<file path="config.mk">
export PLATFORM = sky130hd
export DESIGN_NAME = mem2axi
export DESIGN_NICKNAME = d
export VERILOG_FILES = /design/src/mem2axi_pkg.sv /design/src/read_assembler.sv /design/src/axi_read_ctrl.sv /design/src/axi_write_ctrl.sv /design/src/mem2axi.sv
export SDC_FILE = /design/constraint.sdc
export NUM_CORES = 1
export LEC_CHECK = 0
export ABC_AREA = 1
export BUFFER_PORTS_ARGS = -buffer_cell sky130_fd_sc_hd__clkbuf_2
export CAP_MARGIN = 20
export CORE_AREA = 2 2 322 324
export CTS_BUF_LIST = sky130_fd_sc_hd__clkbuf_8 sky130_fd_sc_hd__clkbuf_16
export DETAILED_ROUTE_END_ITERATION = 8
export DIE_AREA = 0 0 324 326
export GPL_TIMING_DRIVEN = 0
export HOLD_SLACK_MARGIN = 0.02
export PLACE_DENSITY = 0.55
export SYNTH_ARGS = -nofsm -noshare
export SYNTH_HDL_FRONTEND = slang
export SYNTH_HIERARCHICAL = 1
export SYNTH_SLANG_ARGS = --single-unit
</file>
<file path="constraint.sdc">
create_clock -name clk -period 31.4 [get_ports clk]
set_clock_uncertainty 0.1 [all_clocks]
set_input_delay 3.14 -clock clk [delete_from_list [all_inputs] [get_ports clk]]
set_output_delay 3.14 -clock clk [all_outputs]
set_load 0.1 [all_outputs]
</file>
<file path="src/mem2axi_pkg.sv">
package mem2axi_pkg;

    ////////////////////////////////////////////////////////////////////////////
    // bus widths
    ////////////////////////////////////////////////////////////////////////////
    localparam int MEM_ADDR_W = 32;
    localparam int MEM_DATA_W = 256;
    localparam int MEM_TYPE_W = 6;
    localparam int AXI_DATA_W = 64;
    localparam int WORD_W     = 32;
    localparam int WORD_BYTES = 4;
    localparam int BEAT_CNT_W = 3;

    // axi side field widths
    localparam int AXI_ID_W    = 4;
    localparam int AXI_LEN_W   = 4;
    localparam int AXI_SIZE_W  = 3;
    localparam int AXI_BURST_W = 2;
    localparam int AXI_STRB_W  = 8;

    typedef logic [MEM_ADDR_W-1:0] mem_addr_t;
    typedef logic [MEM_DATA_W-1:0] mem_data_t;
    typedef logic [MEM_TYPE_W-1:0] mem_type_t;
    typedef logic [AXI_DATA_W-1:0] axi_data_t;
    typedef logic [WORD_W-1:0]     axi_word_t;
    typedef logic [BEAT_CNT_W-1:0] beat_cnt_t;

    // fixed fields, every transfer is one 4-byte beat
    localparam logic [AXI_SIZE_W-1:0]  AXI_SIZE_WORD  = 3'b010;
    localparam logic [AXI_BURST_W-1:0] AXI_BURST_INCR = 2'b01;
    localparam logic [AXI_LEN_W-1:0]   AXI_LEN_SINGLE = 4'd0;
    localparam logic [AXI_ID_W-1:0]    AXI_ID_ZERO    = 4'd0;

    // index of the last word for a size code
    function automatic beat_cnt_t last_beat(input mem_type_t code);
        case (code)
            6'h07:   return 3'd1;
            6'h0f:   return 3'd3;
            6'h1f:   return 3'd7;
            default: return 3'd0;
        endcase
    endfunction

    typedef enum logic {RA_IDLE, RA_ISSUE}   rd_addr_state_t;
    typedef enum logic {RD_IDLE, RD_COLLECT} rd_data_state_t;
    typedef enum logic {WA_IDLE, WA_ISSUE}   wr_addr_state_t;
    typedef enum logic {WD_IDLE, WD_ISSUE}   wr_data_state_t;

endpackage

</file>
<file path="src/read_assembler.sv">
module read_assembler (
    input  logic                   clk,
    input  logic                   rst_n,
    input  mem2axi_pkg::axi_word_t word_i,
    input  logic                   beat_accept_i,
    input  mem2axi_pkg::beat_cnt_t word_idx_i,
    output mem2axi_pkg::mem_data_t line_o
);

    mem2axi_pkg::mem_data_t line_q;
    mem2axi_pkg::mem_data_t line_nxt;

    ////////////////////////////////////////////////////////////////////////////
    // slot insert
    ////////////////////////////////////////////////////////////////////////////

    // current word lands in its slot, the other slots come from the register
    always_comb begin
        line_nxt = line_q;
        line_nxt[word_idx_i*mem2axi_pkg::WORD_W +: mem2axi_pkg::WORD_W] = word_i;
    end

    // visible in the same cycle as the final beat
    assign line_o = line_nxt;

    ////////////////////////////////////////////////////////////////////////////
    // line register
    ////////////////////////////////////////////////////////////////////////////

    // slots past the request length keep old data
    always_ff @(posedge clk) begin
        if (!rst_n) begin
            line_q <= '0;
        end else if (beat_accept_i) begin
            line_q <= line_nxt;
        end
    end

endmodule

</file>
<file path="src/axi_read_ctrl.sv">
module axi_read_ctrl (
    input  logic                   clk,
    input  logic                   rst_n,
    input  logic                   r_req_i,
    input  mem2axi_pkg::mem_type_t r_type_i,
    input  mem2axi_pkg::mem_addr_t r_addr_i,
    output logic                   r_rdy_o,
    output mem2axi_pkg::mem_addr_t ar_addr_o,
    output logic                   ar_valid_o,
    input  logic                   ar_ready_i,
    input  logic                   r_valid_i,
    output logic                   r_ready_o,
    output logic                   beat_accept_o,
    output mem2axi_pkg::beat_cnt_t word_idx_o,
    output logic                   re_valid_o
);

    mem2axi_pkg::rd_addr_state_t ra_state;
    mem2axi_pkg::rd_data_state_t rd_state;

    mem2axi_pkg::mem_addr_t base_q;
    mem2axi_pkg::mem_type_t type_q;
    mem2axi_pkg::beat_cnt_t last_idx;
    mem2axi_pkg::beat_cnt_t ar_cnt;
    mem2axi_pkg::beat_cnt_t rd_cnt;

    logic req_fire;
    logic ar_fire;
    logic ar_done;
    logic rd_done;

    assign req_fire = r_req_i && r_rdy_o;
    assign last_idx = mem2axi_pkg::last_beat(type_q);

    // request latch
    always_ff @(posedge clk) begin
        if (req_fire) begin
            base_q <= r_addr_i;
            type_q <= r_type_i;
        end
    end

    ////////////////////////////////////////////////////////////////////////////
    // address issue
    ////////////////////////////////////////////////////////////////////////////
    assign ar_valid_o = (ra_state == mem2axi_pkg::RA_ISSUE);
    assign ar_fire    = ar_valid_o && ar_ready_i;
    assign ar_done    = ar_fire && (ar_cnt == last_idx);

    // one word per address, 4 bytes apart
    assign ar_addr_o = base_q
                     + mem2axi_pkg::mem_addr_t'(ar_cnt)
                     * mem2axi_pkg::mem_addr_t'(mem2axi_pkg::WORD_BYTES);

    always_ff @(posedge clk) begin
        if (!rst_n) begin
            ra_state <= mem2axi_pkg::RA_IDLE;
            ar_cnt   <= '0;
        end else begin
            case (ra_state)
                mem2axi_pkg::RA_IDLE: begin
                    ar_cnt <= '0;
                    if (req_fire) begin
                        ra_state <= mem2axi_pkg::RA_ISSUE;
                    end
                end
                mem2axi_pkg::RA_ISSUE: begin
                    if (ar_done) begin
                        ra_state <= mem2axi_pkg::RA_IDLE;
                    end else if (ar_fire) begin
                        ar_cnt <= ar_cnt + 1'b1;
                    end
                end
                default: ra_state <= mem2axi_pkg::RA_IDLE;
            endcase
        end
    end

    ////////////////////////////////////////////////////////////////////////////
    // data collect
    ////////////////////////////////////////////////////////////////////////////

    // no back-pressure on r while collecting
    assign r_ready_o     = (rd_state == mem2axi_pkg::RD_COLLECT);
    assign beat_accept_o = r_valid_i && r_ready_o;
    assign rd_done       = beat_accept_o && (rd_cnt == last_idx);
    assign word_idx_o    = rd_cnt;
    assign re_valid_o    = rd_done;

    always_ff @(posedge clk) begin
        if (!rst_n) begin
            rd_state <= mem2axi_pkg::RD_IDLE;
            rd_cnt   <= '0;
        end else begin
            case (rd_state)
                mem2axi_pkg::RD_IDLE: begin
                    rd_cnt <= '0;
                    if (req_fire) begin
                        rd_state <= mem2axi_pkg::RD_COLLECT;
                    end
                end
                mem2axi_pkg::RD_COLLECT: begin
                    // leave only once the final beat is in
                    if (rd_done) begin
                        rd_state <= mem2axi_pkg::RD_IDLE;
                    end else if (beat_accept_o) begin
                        rd_cnt <= rd_cnt + 1'b1;
                    end
                end
                default: rd_state <= mem2axi_pkg::RD_IDLE;
            endcase
        end
    end

    assign r_rdy_o = (ra_state == mem2axi_pkg::RA_IDLE)
                  && (rd_state == mem2axi_pkg::RD_IDLE);

endmodule

</file>
<file path="src/axi_write_ctrl.sv">
module axi_write_ctrl (
    input  logic                   clk,
    input  logic                   rst_n,
    input  logic                   iw_req_i,
    input  mem2axi_pkg::mem_type_t iw_type_i,
    input  mem2axi_pkg::mem_addr_t iw_addr_i,
    input  mem2axi_pkg::mem_data_t iw_data_i,
    output logic                   iw_rdy_o,
    output mem2axi_pkg::mem_addr_t aw_addr_o,
    output logic                   aw_valid_o,
    input  logic                   aw_ready_i,
    output mem2axi_pkg::axi_data_t w_data_o,
    output logic                   w_valid_o,
    input  logic                   w_ready_i
);

    mem2axi_pkg::wr_addr_state_t wa_state;
    mem2axi_pkg::wr_data_state_t wd_state;

    mem2axi_pkg::mem_addr_t addr_q;
    mem2axi_pkg::mem_type_t type_q;
    mem2axi_pkg::mem_data_t line_q;
    mem2axi_pkg::beat_cnt_t last_idx;
    mem2axi_pkg::beat_cnt_t aw_cnt;
    mem2axi_pkg::beat_cnt_t wd_cnt;
    mem2axi_pkg::axi_word_t word_sel;

    logic req_fire;
    logic aw_fire;
    logic aw_done;
    logic w_fire;
    logic w_done;

    assign req_fire = iw_req_i && iw_rdy_o;
    assign last_idx = mem2axi_pkg::last_beat(type_q);

    // request latch, line held until both streams finish
    always_ff @(posedge clk) begin
        if (req_fire) begin
            addr_q <= iw_addr_i;
            type_q <= iw_type_i;
            line_q <= iw_data_i;
        end
    end

    ////////////////////////////////////////////////////////////////////////////
    // address stream
    ////////////////////////////////////////////////////////////////////////////
    assign aw_valid_o = (wa_state == mem2axi_pkg::WA_ISSUE);
    assign aw_fire    = aw_valid_o && aw_ready_i;
    assign aw_done    = aw_fire && (aw_cnt == last_idx);

    assign aw_addr_o = addr_q
                     + mem2axi_pkg::mem_addr_t'(aw_cnt)
                     * mem2axi_pkg::mem_addr_t'(mem2axi_pkg::WORD_BYTES);

    always_ff @(posedge clk) begin
        if (!rst_n) begin
            wa_state <= mem2axi_pkg::WA_IDLE;
            aw_cnt   <= '0;
        end else begin
            case (wa_state)
                mem2axi_pkg::WA_IDLE: begin
                    aw_cnt <= '0;
                    if (req_fire) begin
                        wa_state <= mem2axi_pkg::WA_ISSUE;
                    end
                end
                mem2axi_pkg::WA_ISSUE: begin
                    if (aw_done) begin
                        wa_state <= mem2axi_pkg::WA_IDLE;
                    end else if (aw_fire) begin
                        aw_cnt <= aw_cnt + 1'b1;
                    end
                end
                default: wa_state <= mem2axi_pkg::WA_IDLE;
            endcase
        end
    end

    ////////////////////////////////////////////////////////////////////////////
    // data stream
    ////////////////////////////////////////////////////////////////////////////
    assign w_valid_o = (wd_state == mem2axi_pkg::WD_ISSUE);
    assign w_fire    = w_valid_o && w_ready_i;
    assign w_done    = w_fire && (wd_cnt == last_idx);

    // word k of the line, copied to both lanes
    assign word_sel = line_q[wd_cnt*mem2axi_pkg::WORD_W +: mem2axi_pkg::WORD_W];
    assign w_data_o = {word_sel, word_sel};

    always_ff @(posedge clk) begin
        if (!rst_n) begin
            wd_state <= mem2axi_pkg::WD_IDLE;
            wd_cnt   <= '0;
        end else begin
            case (wd_state)
                mem2axi_pkg::WD_IDLE: begin
                    wd_cnt <= '0;
                    if (req_fire) begin
                        wd_state <= mem2axi_pkg::WD_ISSUE;
                    end
                end
                mem2axi_pkg::WD_ISSUE: begin
                    if (w_done) begin
                        wd_state <= mem2axi_pkg::WD_IDLE;
                    end else if (w_fire) begin
                        wd_cnt <= wd_cnt + 1'b1;
                    end
                end
                default: wd_state <= mem2axi_pkg::WD_IDLE;
            endcase
        end
    end

    // ready again once the slower stream is done
    assign iw_rdy_o = (wa_state == mem2axi_pkg::WA_IDLE)
                   && (wd_state == mem2axi_pkg::WD_IDLE);

endmodule

</file>
<file path="src/mem2axi.sv">
module mem2axi (
    input  logic                                   clk,
    input  logic                                   rst_n,
    // memory read port
    input  logic                                   r_req_i,
    input  mem2axi_pkg::mem_type_t                 r_type_i,
    input  mem2axi_pkg::mem_addr_t                 r_addr_i,
    output logic                                   r_rdy_o,
    output mem2axi_pkg::mem_data_t                 re_data_o,
    output logic                                   re_valid_o,
    // memory write port
    input  logic                                   iw_req_i,
    input  mem2axi_pkg::mem_type_t                 iw_type_i,
    input  mem2axi_pkg::mem_addr_t                 iw_addr_i,
    input  mem2axi_pkg::mem_data_t                 iw_data_i,
    output logic                                   iw_rdy_o,
    // axi read address and data
    output mem2axi_pkg::mem_addr_t                 ar_addr_o,
    output logic                                   ar_valid_o,
    output logic [mem2axi_pkg::AXI_ID_W-1:0]       ar_id_o,
    output logic [mem2axi_pkg::AXI_LEN_W-1:0]      ar_len_o,
    output logic [mem2axi_pkg::AXI_SIZE_W-1:0]     ar_size_o,
    output logic [mem2axi_pkg::AXI_BURST_W-1:0]    ar_burst_o,
    input  logic                                   ar_ready_i,
    input  mem2axi_pkg::axi_data_t                 r_data_i,
    input  logic                                   r_valid_i,
    output logic                                   r_ready_o,
    // axi write address, data and response
    output mem2axi_pkg::mem_addr_t                 aw_addr_o,
    output logic                                   aw_valid_o,
    output logic [mem2axi_pkg::AXI_ID_W-1:0]       aw_id_o,
    output logic [mem2axi_pkg::AXI_LEN_W-1:0]      aw_len_o,
    output logic [mem2axi_pkg::AXI_SIZE_W-1:0]     aw_size_o,
    output logic [mem2axi_pkg::AXI_BURST_W-1:0]    aw_burst_o,
    input  logic                                   aw_ready_i,
    output mem2axi_pkg::axi_data_t                 w_data_o,
    output logic [mem2axi_pkg::AXI_STRB_W-1:0]     w_strb_o,
    output logic                                   w_last_o,
    output logic                                   w_valid_o,
    input  logic                                   w_ready_i,
    output logic                                   b_ready_o
);

    logic                   beat_accept;
    mem2axi_pkg::beat_cnt_t word_idx;
    mem2axi_pkg::axi_word_t r_word;

    // only the low lane carries data in 32-bit mode
    assign r_word = r_data_i[mem2axi_pkg::WORD_W-1:0];

    ////////////////////////////////////////////////////////////////////////////
    // read path
    ////////////////////////////////////////////////////////////////////////////
    axi_read_ctrl u_rd_ctrl (
        .clk           (clk),
        .rst_n         (rst_n),
        .r_req_i       (r_req_i),
        .r_type_i      (r_type_i),
        .r_addr_i      (r_addr_i),
        .r_rdy_o       (r_rdy_o),
        .ar_addr_o     (ar_addr_o),
        .ar_valid_o    (ar_valid_o),
        .ar_ready_i    (ar_ready_i),
        .r_valid_i     (r_valid_i),
        .r_ready_o     (r_ready_o),
        .beat_accept_o (beat_accept),
        .word_idx_o    (word_idx),
        .re_valid_o    (re_valid_o)
    );

    read_assembler u_rd_asm (
        .clk           (clk),
        .rst_n         (rst_n),
        .word_i        (r_word),
        .beat_accept_i (beat_accept),
        .word_idx_i    (word_idx),
        .line_o        (re_data_o)
    );

    ////////////////////////////////////////////////////////////////////////////
    // write path
    ////////////////////////////////////////////////////////////////////////////
    axi_write_ctrl u_wr_ctrl (
        .clk        (clk),
        .rst_n      (rst_n),
        .iw_req_i   (iw_req_i),
        .iw_type_i  (iw_type_i),
        .iw_addr_i  (iw_addr_i),
        .iw_data_i  (iw_data_i),
        .iw_rdy_o   (iw_rdy_o),
        .aw_addr_o  (aw_addr_o),
        .aw_valid_o (aw_valid_o),
        .aw_ready_i (aw_ready_i),
        .w_data_o   (w_data_o),
        .w_valid_o  (w_valid_o),
        .w_ready_i  (w_ready_i)
    );

    // fixed fields
    assign ar_id_o    = mem2axi_pkg::AXI_ID_ZERO;
    assign ar_len_o   = mem2axi_pkg::AXI_LEN_SINGLE;
    assign ar_size_o  = mem2axi_pkg::AXI_SIZE_WORD;
    assign ar_burst_o = mem2axi_pkg::AXI_BURST_INCR;
    assign aw_id_o    = mem2axi_pkg::AXI_ID_ZERO;
    assign aw_len_o   = mem2axi_pkg::AXI_LEN_SINGLE;
    assign aw_size_o  = mem2axi_pkg::AXI_SIZE_WORD;
    assign aw_burst_o = mem2axi_pkg::AXI_BURST_INCR;

    // single-beat bursts, so every beat is the last
    assign w_last_o  = w_valid_o;
    assign w_strb_o  = '1;
    assign b_ready_o = 1'b1;

endmodule

</file>
==> implementation parameters <==
Parameter                              Value

Clock tree
  TritonCTS clock tree    built
  Total of cells resized after clock tree synthesis    0
  TritonCTS Sinks    604
  Number of buffers on the longest clock path    3
  Setup Fix Bufs, Post-CTS    0
  Hold-fix buffers, CTS    0
  Total number of H-tree levels    3
  Number of CTS-inserted buffers    73
  Clock-pin slew of the registers on the worst-case setup and hold paths    0.06 ns
  Clk Latency, worst-skew pair    0.64 ns
  Clock Tree Root    sky130_fd_sc_hd__clkbuf_16

Cells and area
  Synth-to-Final Area Change    28.05%
  Total Nets Final    4,968
  Ratio of cells with drive above 1 in the final layout    0.2548

Synth
  Number of synthesized flops with an enable pin    332
  Part of the Yosys area used for sequential elements    0.5193
  Syn Std Cell Area    29,690 um^2
  Compound-gate portion of the synthesized area    0.1318
  Most instantiated flip-flop cell in the synthesis netlist    sky130_fd_sc_hd__edfxtp_1
  Number of warnings issued by yosys    6
  Number of library cell types mapped by synthesis    44
  Async S/R FF share, synth    0
  Average cell area after synthesis    8.138 um^2
  Number of flip-flops and latches in the synthesized netlist    604
  Adder-Cell Fraction of Synth Area    0.006828
  Synth Area in Simple Gates    0.2149
  Mux share of post-synthesis cell area    0
  Largest family of logic cells by synthesized area    simple AND/OR/NAND/NOR gates
  Syn Inst Count    3,648
  Synthesized-area fraction occupied by xor and xnor cells    0.01623

GRT
  GR Overflow Total    0
  Antenna violations before repair    21
  Total Routing Usage GR    0.2265
  First-pass GRT wire length    175,500 um
  Maximum number of pins on one net before global-route repair    15
  Vias in the first global route    26,270

Critical path
  Critical-path cell list    clkbuf_2, inv_1, nor2_1, o21ai_0, inv_1, clkbuf_2
  Critical Path Sink Type    primary output
  Biggest fanout along the worst timing path    4
  Crit path kind    primary input to primary output
  Sort of element at the start of the critical path    primary input
  Crit-path slowest cell    sky130_fd_sc_hd__nor2_1
  Worst reg2reg endpoint    u_wr_ctrl/line_q[95]
  Data arrival time at the worst-slack endpoint    4.84 ns
  Flop-to-flop setup slack    28.04 ns
  Reg-to-Reg Start    u_wr_ctrl/w_valid_o
  Depth of the most critical reg-to-reg path    10
  Largest incremental delay on the critical path    0.64 ns
  Required time at the worst-slack endpoint    28.16 ns

Pwr
  Power density relative to cell area    68.19 nW/um^2
  Total design power    2592 uW
  IR Drop Worst-Case VDD    0.05462 mV
  Static leakage power    0.01863 uW

Timing
  Final number of hold-violating endpoints    0
  Setup slack after layout    23.32 ns
  Rel. slew slack    0.3295
  Fmax achieved    123.8 MHz
  Final number of setup-violating endpoints    0
  Transition time at the pin with the least slew margin    1.006 ns
  Final worst path period share    0.2572
  Max-slew violation count    0
  RSZ-0062 raised after global routing    no
  Final critical delay including setup and external delays    8.075 ns

Status
  Status    complete, no violations

Routing
  Number of remaining DRC errors    0
  DRT iter0 DRCs    2,371
  DRT met1 WL    48,150 um
  DRT Wirelength    123,900 um
  Length of routed met2 wiring    58,750 um
  Mean number of vias per cell    4.694
  Wirelength per Cell    20.66 um
  Antenna-violating nets left    0
  Top sig layer    met5
  Met3 Routed Length    10,790 um
  Detailed-routing iteration count for the pre-antenna-repair pass    6
  Number of vias in the routed layout    28,170

Die
  Count of boundary I/O pins    831
  Die Ht    326 um
  Full die area    105,600 um^2
  Die Span X    324 um
  Core region area    102,600 um^2
  Number of core rows    118
  Initial Utilization    0.2893

Placed design
  Final weighted congestion in routability-driven placement    0.9347
  Setup slack after placement    23.29 ns
  Post-detail-place hpwl    98,740 um
  Count of buffers inserted at the top-level ports    763

Worst hold path
  Hold Path Class    flop to flop
  End point of the most critical hold path    u_rd_ctrl/ar_cnt[1]
  Hold-critical path depth    2
  Launch point of the worst hold path    u_rd_ctrl/ar_cnt[1]

Job
  Max-capacitance violation count    0
==> worst max-delay path: cells and delay by family <==
| kind | cells | cell delay (ns) |
|---|---|---|
| AOI/OAI and AO/OA | 1 | 0.27 |
| and+or+nand+nor | 1 | 0.64 |
| buffers and inverters | 4 | 0.77 |
==> worst max-delay path by stage <==
| stage | start | endpoint | depth (start not counted) |
|---|---|---|---|
| floorplan | iw_req_i | u_wr_ctrl/addr_q[0] | 1 |
| global placement | iw_req_i | u_wr_ctrl/aw_valid_o | 4 |
| detailed placement | r_data_i[5] | re_data_o[69] | 6 |
| CTS | r_data_i[5] | re_data_o[69] | 6 |
| global route | r_data_i[5] | re_data_o[69] | 6 |
| finish | r_data_i[31] | re_data_o[127] | 6 |
==> per-layer routing <==
metal | vias to the layer above | GRT usage
li1 | 13600 | -
met1 | 13090 | 0.2684
met2 | 1234 | 0.3758
met3 | 234 | 0.05676
met4 | 4 | 0.1206
met5 | - | 0
==> final cells by class <==
type / count / area (um^2)
fill: 10700 / 64600
sequential: 604 / 15410
multi-input combinational: 2323 / 11120
timing repair buffer: 793 / 4160
clock buffer: 82 / 1962
inverter: 477 / 1795
tap: 1380 / 1727
buffer: 277 / 1493
clock inverter: 48 / 305.3
antenna: 16 / 40.04
==> flip-flops by register name, indices dropped and copies added, names as in the netlist <==
| name | flops |
|---|---|
| u_rd_ctrl/word_idx_o | 3 |
| u_wr_ctrl/line_q | 256 |
| u_rd_ctrl/r_ready_o | 1 |
| u_rd_ctrl/ar_valid_o | 1 |
| u_wr_ctrl/aw_valid_o | 1 |
| u_rd_asm/line_q | 256 |
| u_rd_ctrl/ar_cnt | 3 |
| u_wr_ctrl/w_valid_o | 1 |
| u_wr_ctrl/aw_cnt | 3 |
| u_wr_ctrl/type_q | 6 |
| u_wr_ctrl/wd_cnt | 3 |
| u_rd_ctrl/base_q | 32 |
| u_wr_ctrl/addr_q | 32 |
| u_rd_ctrl/type_q | 6 |
==> through the flow <==
stage                     cells  area, um^2  hold slack [ns]  setup TNS (ns)  utilization
after floorplan            3681       29810           0.3723               0            -
after global placement     5824       35360           0.3949        -1235.54       0.3446
after detailed placement   5854       35710           0.4055               0       0.3480
after CTS                  5984       37970           0.4153               0       0.3701
after global routing       5998       38010           0.4374               0       0.3704
final                      6000       38010           0.4115               0       0.3705
==> cells in the mapped netlist, drive strengths merged, types with 20 or more instances <==
| library cell | number | area share |
|---|---|---|
| clkbuf | 115 | 0.015 |
| nand4 | 20 | 0.0046 |
| edfxtp | 332 | 0.34 |
| dfxtp | 272 | 0.18 |
| o21ai | 545 | 0.10 |
| xnor2 | 20 | 0.0059 |
| o22ai | 32 | 0.0067 |
| inv | 477 | 0.060 |
| a31oi | 33 | 0.0070 |
| nand2 | 529 | 0.068 |
| nor2 | 687 | 0.090 |
| a21oi | 93 | 0.016 |
| xor2 | 35 | 0.010 |
| nand3 | 243 | 0.044 |
| nor3 | 22 | 0.0053 |
| buf | 162 | 0.036 |
==> report_power, final <==
| group | leakage, uW | total [uW] | switching (uW) | internal (uW) |
|---|---|---|---|---|
| logic | 0.0121 | 818 | 672 | 146 |
| registers | 0.00536 | 959 | 36.0 | 923 |
| clock network | 0.00122 | 815 | 351 | 464 |
| total | 0.0186 | 2590 | 1060 | 1530 |
==> kinds of logic after synthesis <==
family | after synthesis
adders and majority gates | 15
and+or+nand+nor | 1511
xor gates and xnor gates | 55
buffers and inverters | 754
other | 2
DFF | 604
AOI/OAI and AO/OA | 707
==> placed cells by master (no fill, tap or decap), types with 106 or more instances in the layout <==
cell type,Yosys,routed
sky130_fd_sc_hd__nor2_1,669,669
sky130_fd_sc_hd__nand2_1,519,519
sky130_fd_sc_hd__clkbuf_1,115,115
sky130_fd_sc_hd__edfxtp_1,332,332
sky130_fd_sc_hd__clkbuf_2,0,763
sky130_fd_sc_hd__nand3_1,234,234
sky130_fd_sc_hd__o21ai_1,106,106
sky130_fd_sc_hd__o21ai_0,369,369
sky130_fd_sc_hd__dfxtp_1,272,272
sky130_fd_sc_hd__inv_1,463,489
No activity file was read; power rests on OpenSTA's default activity.
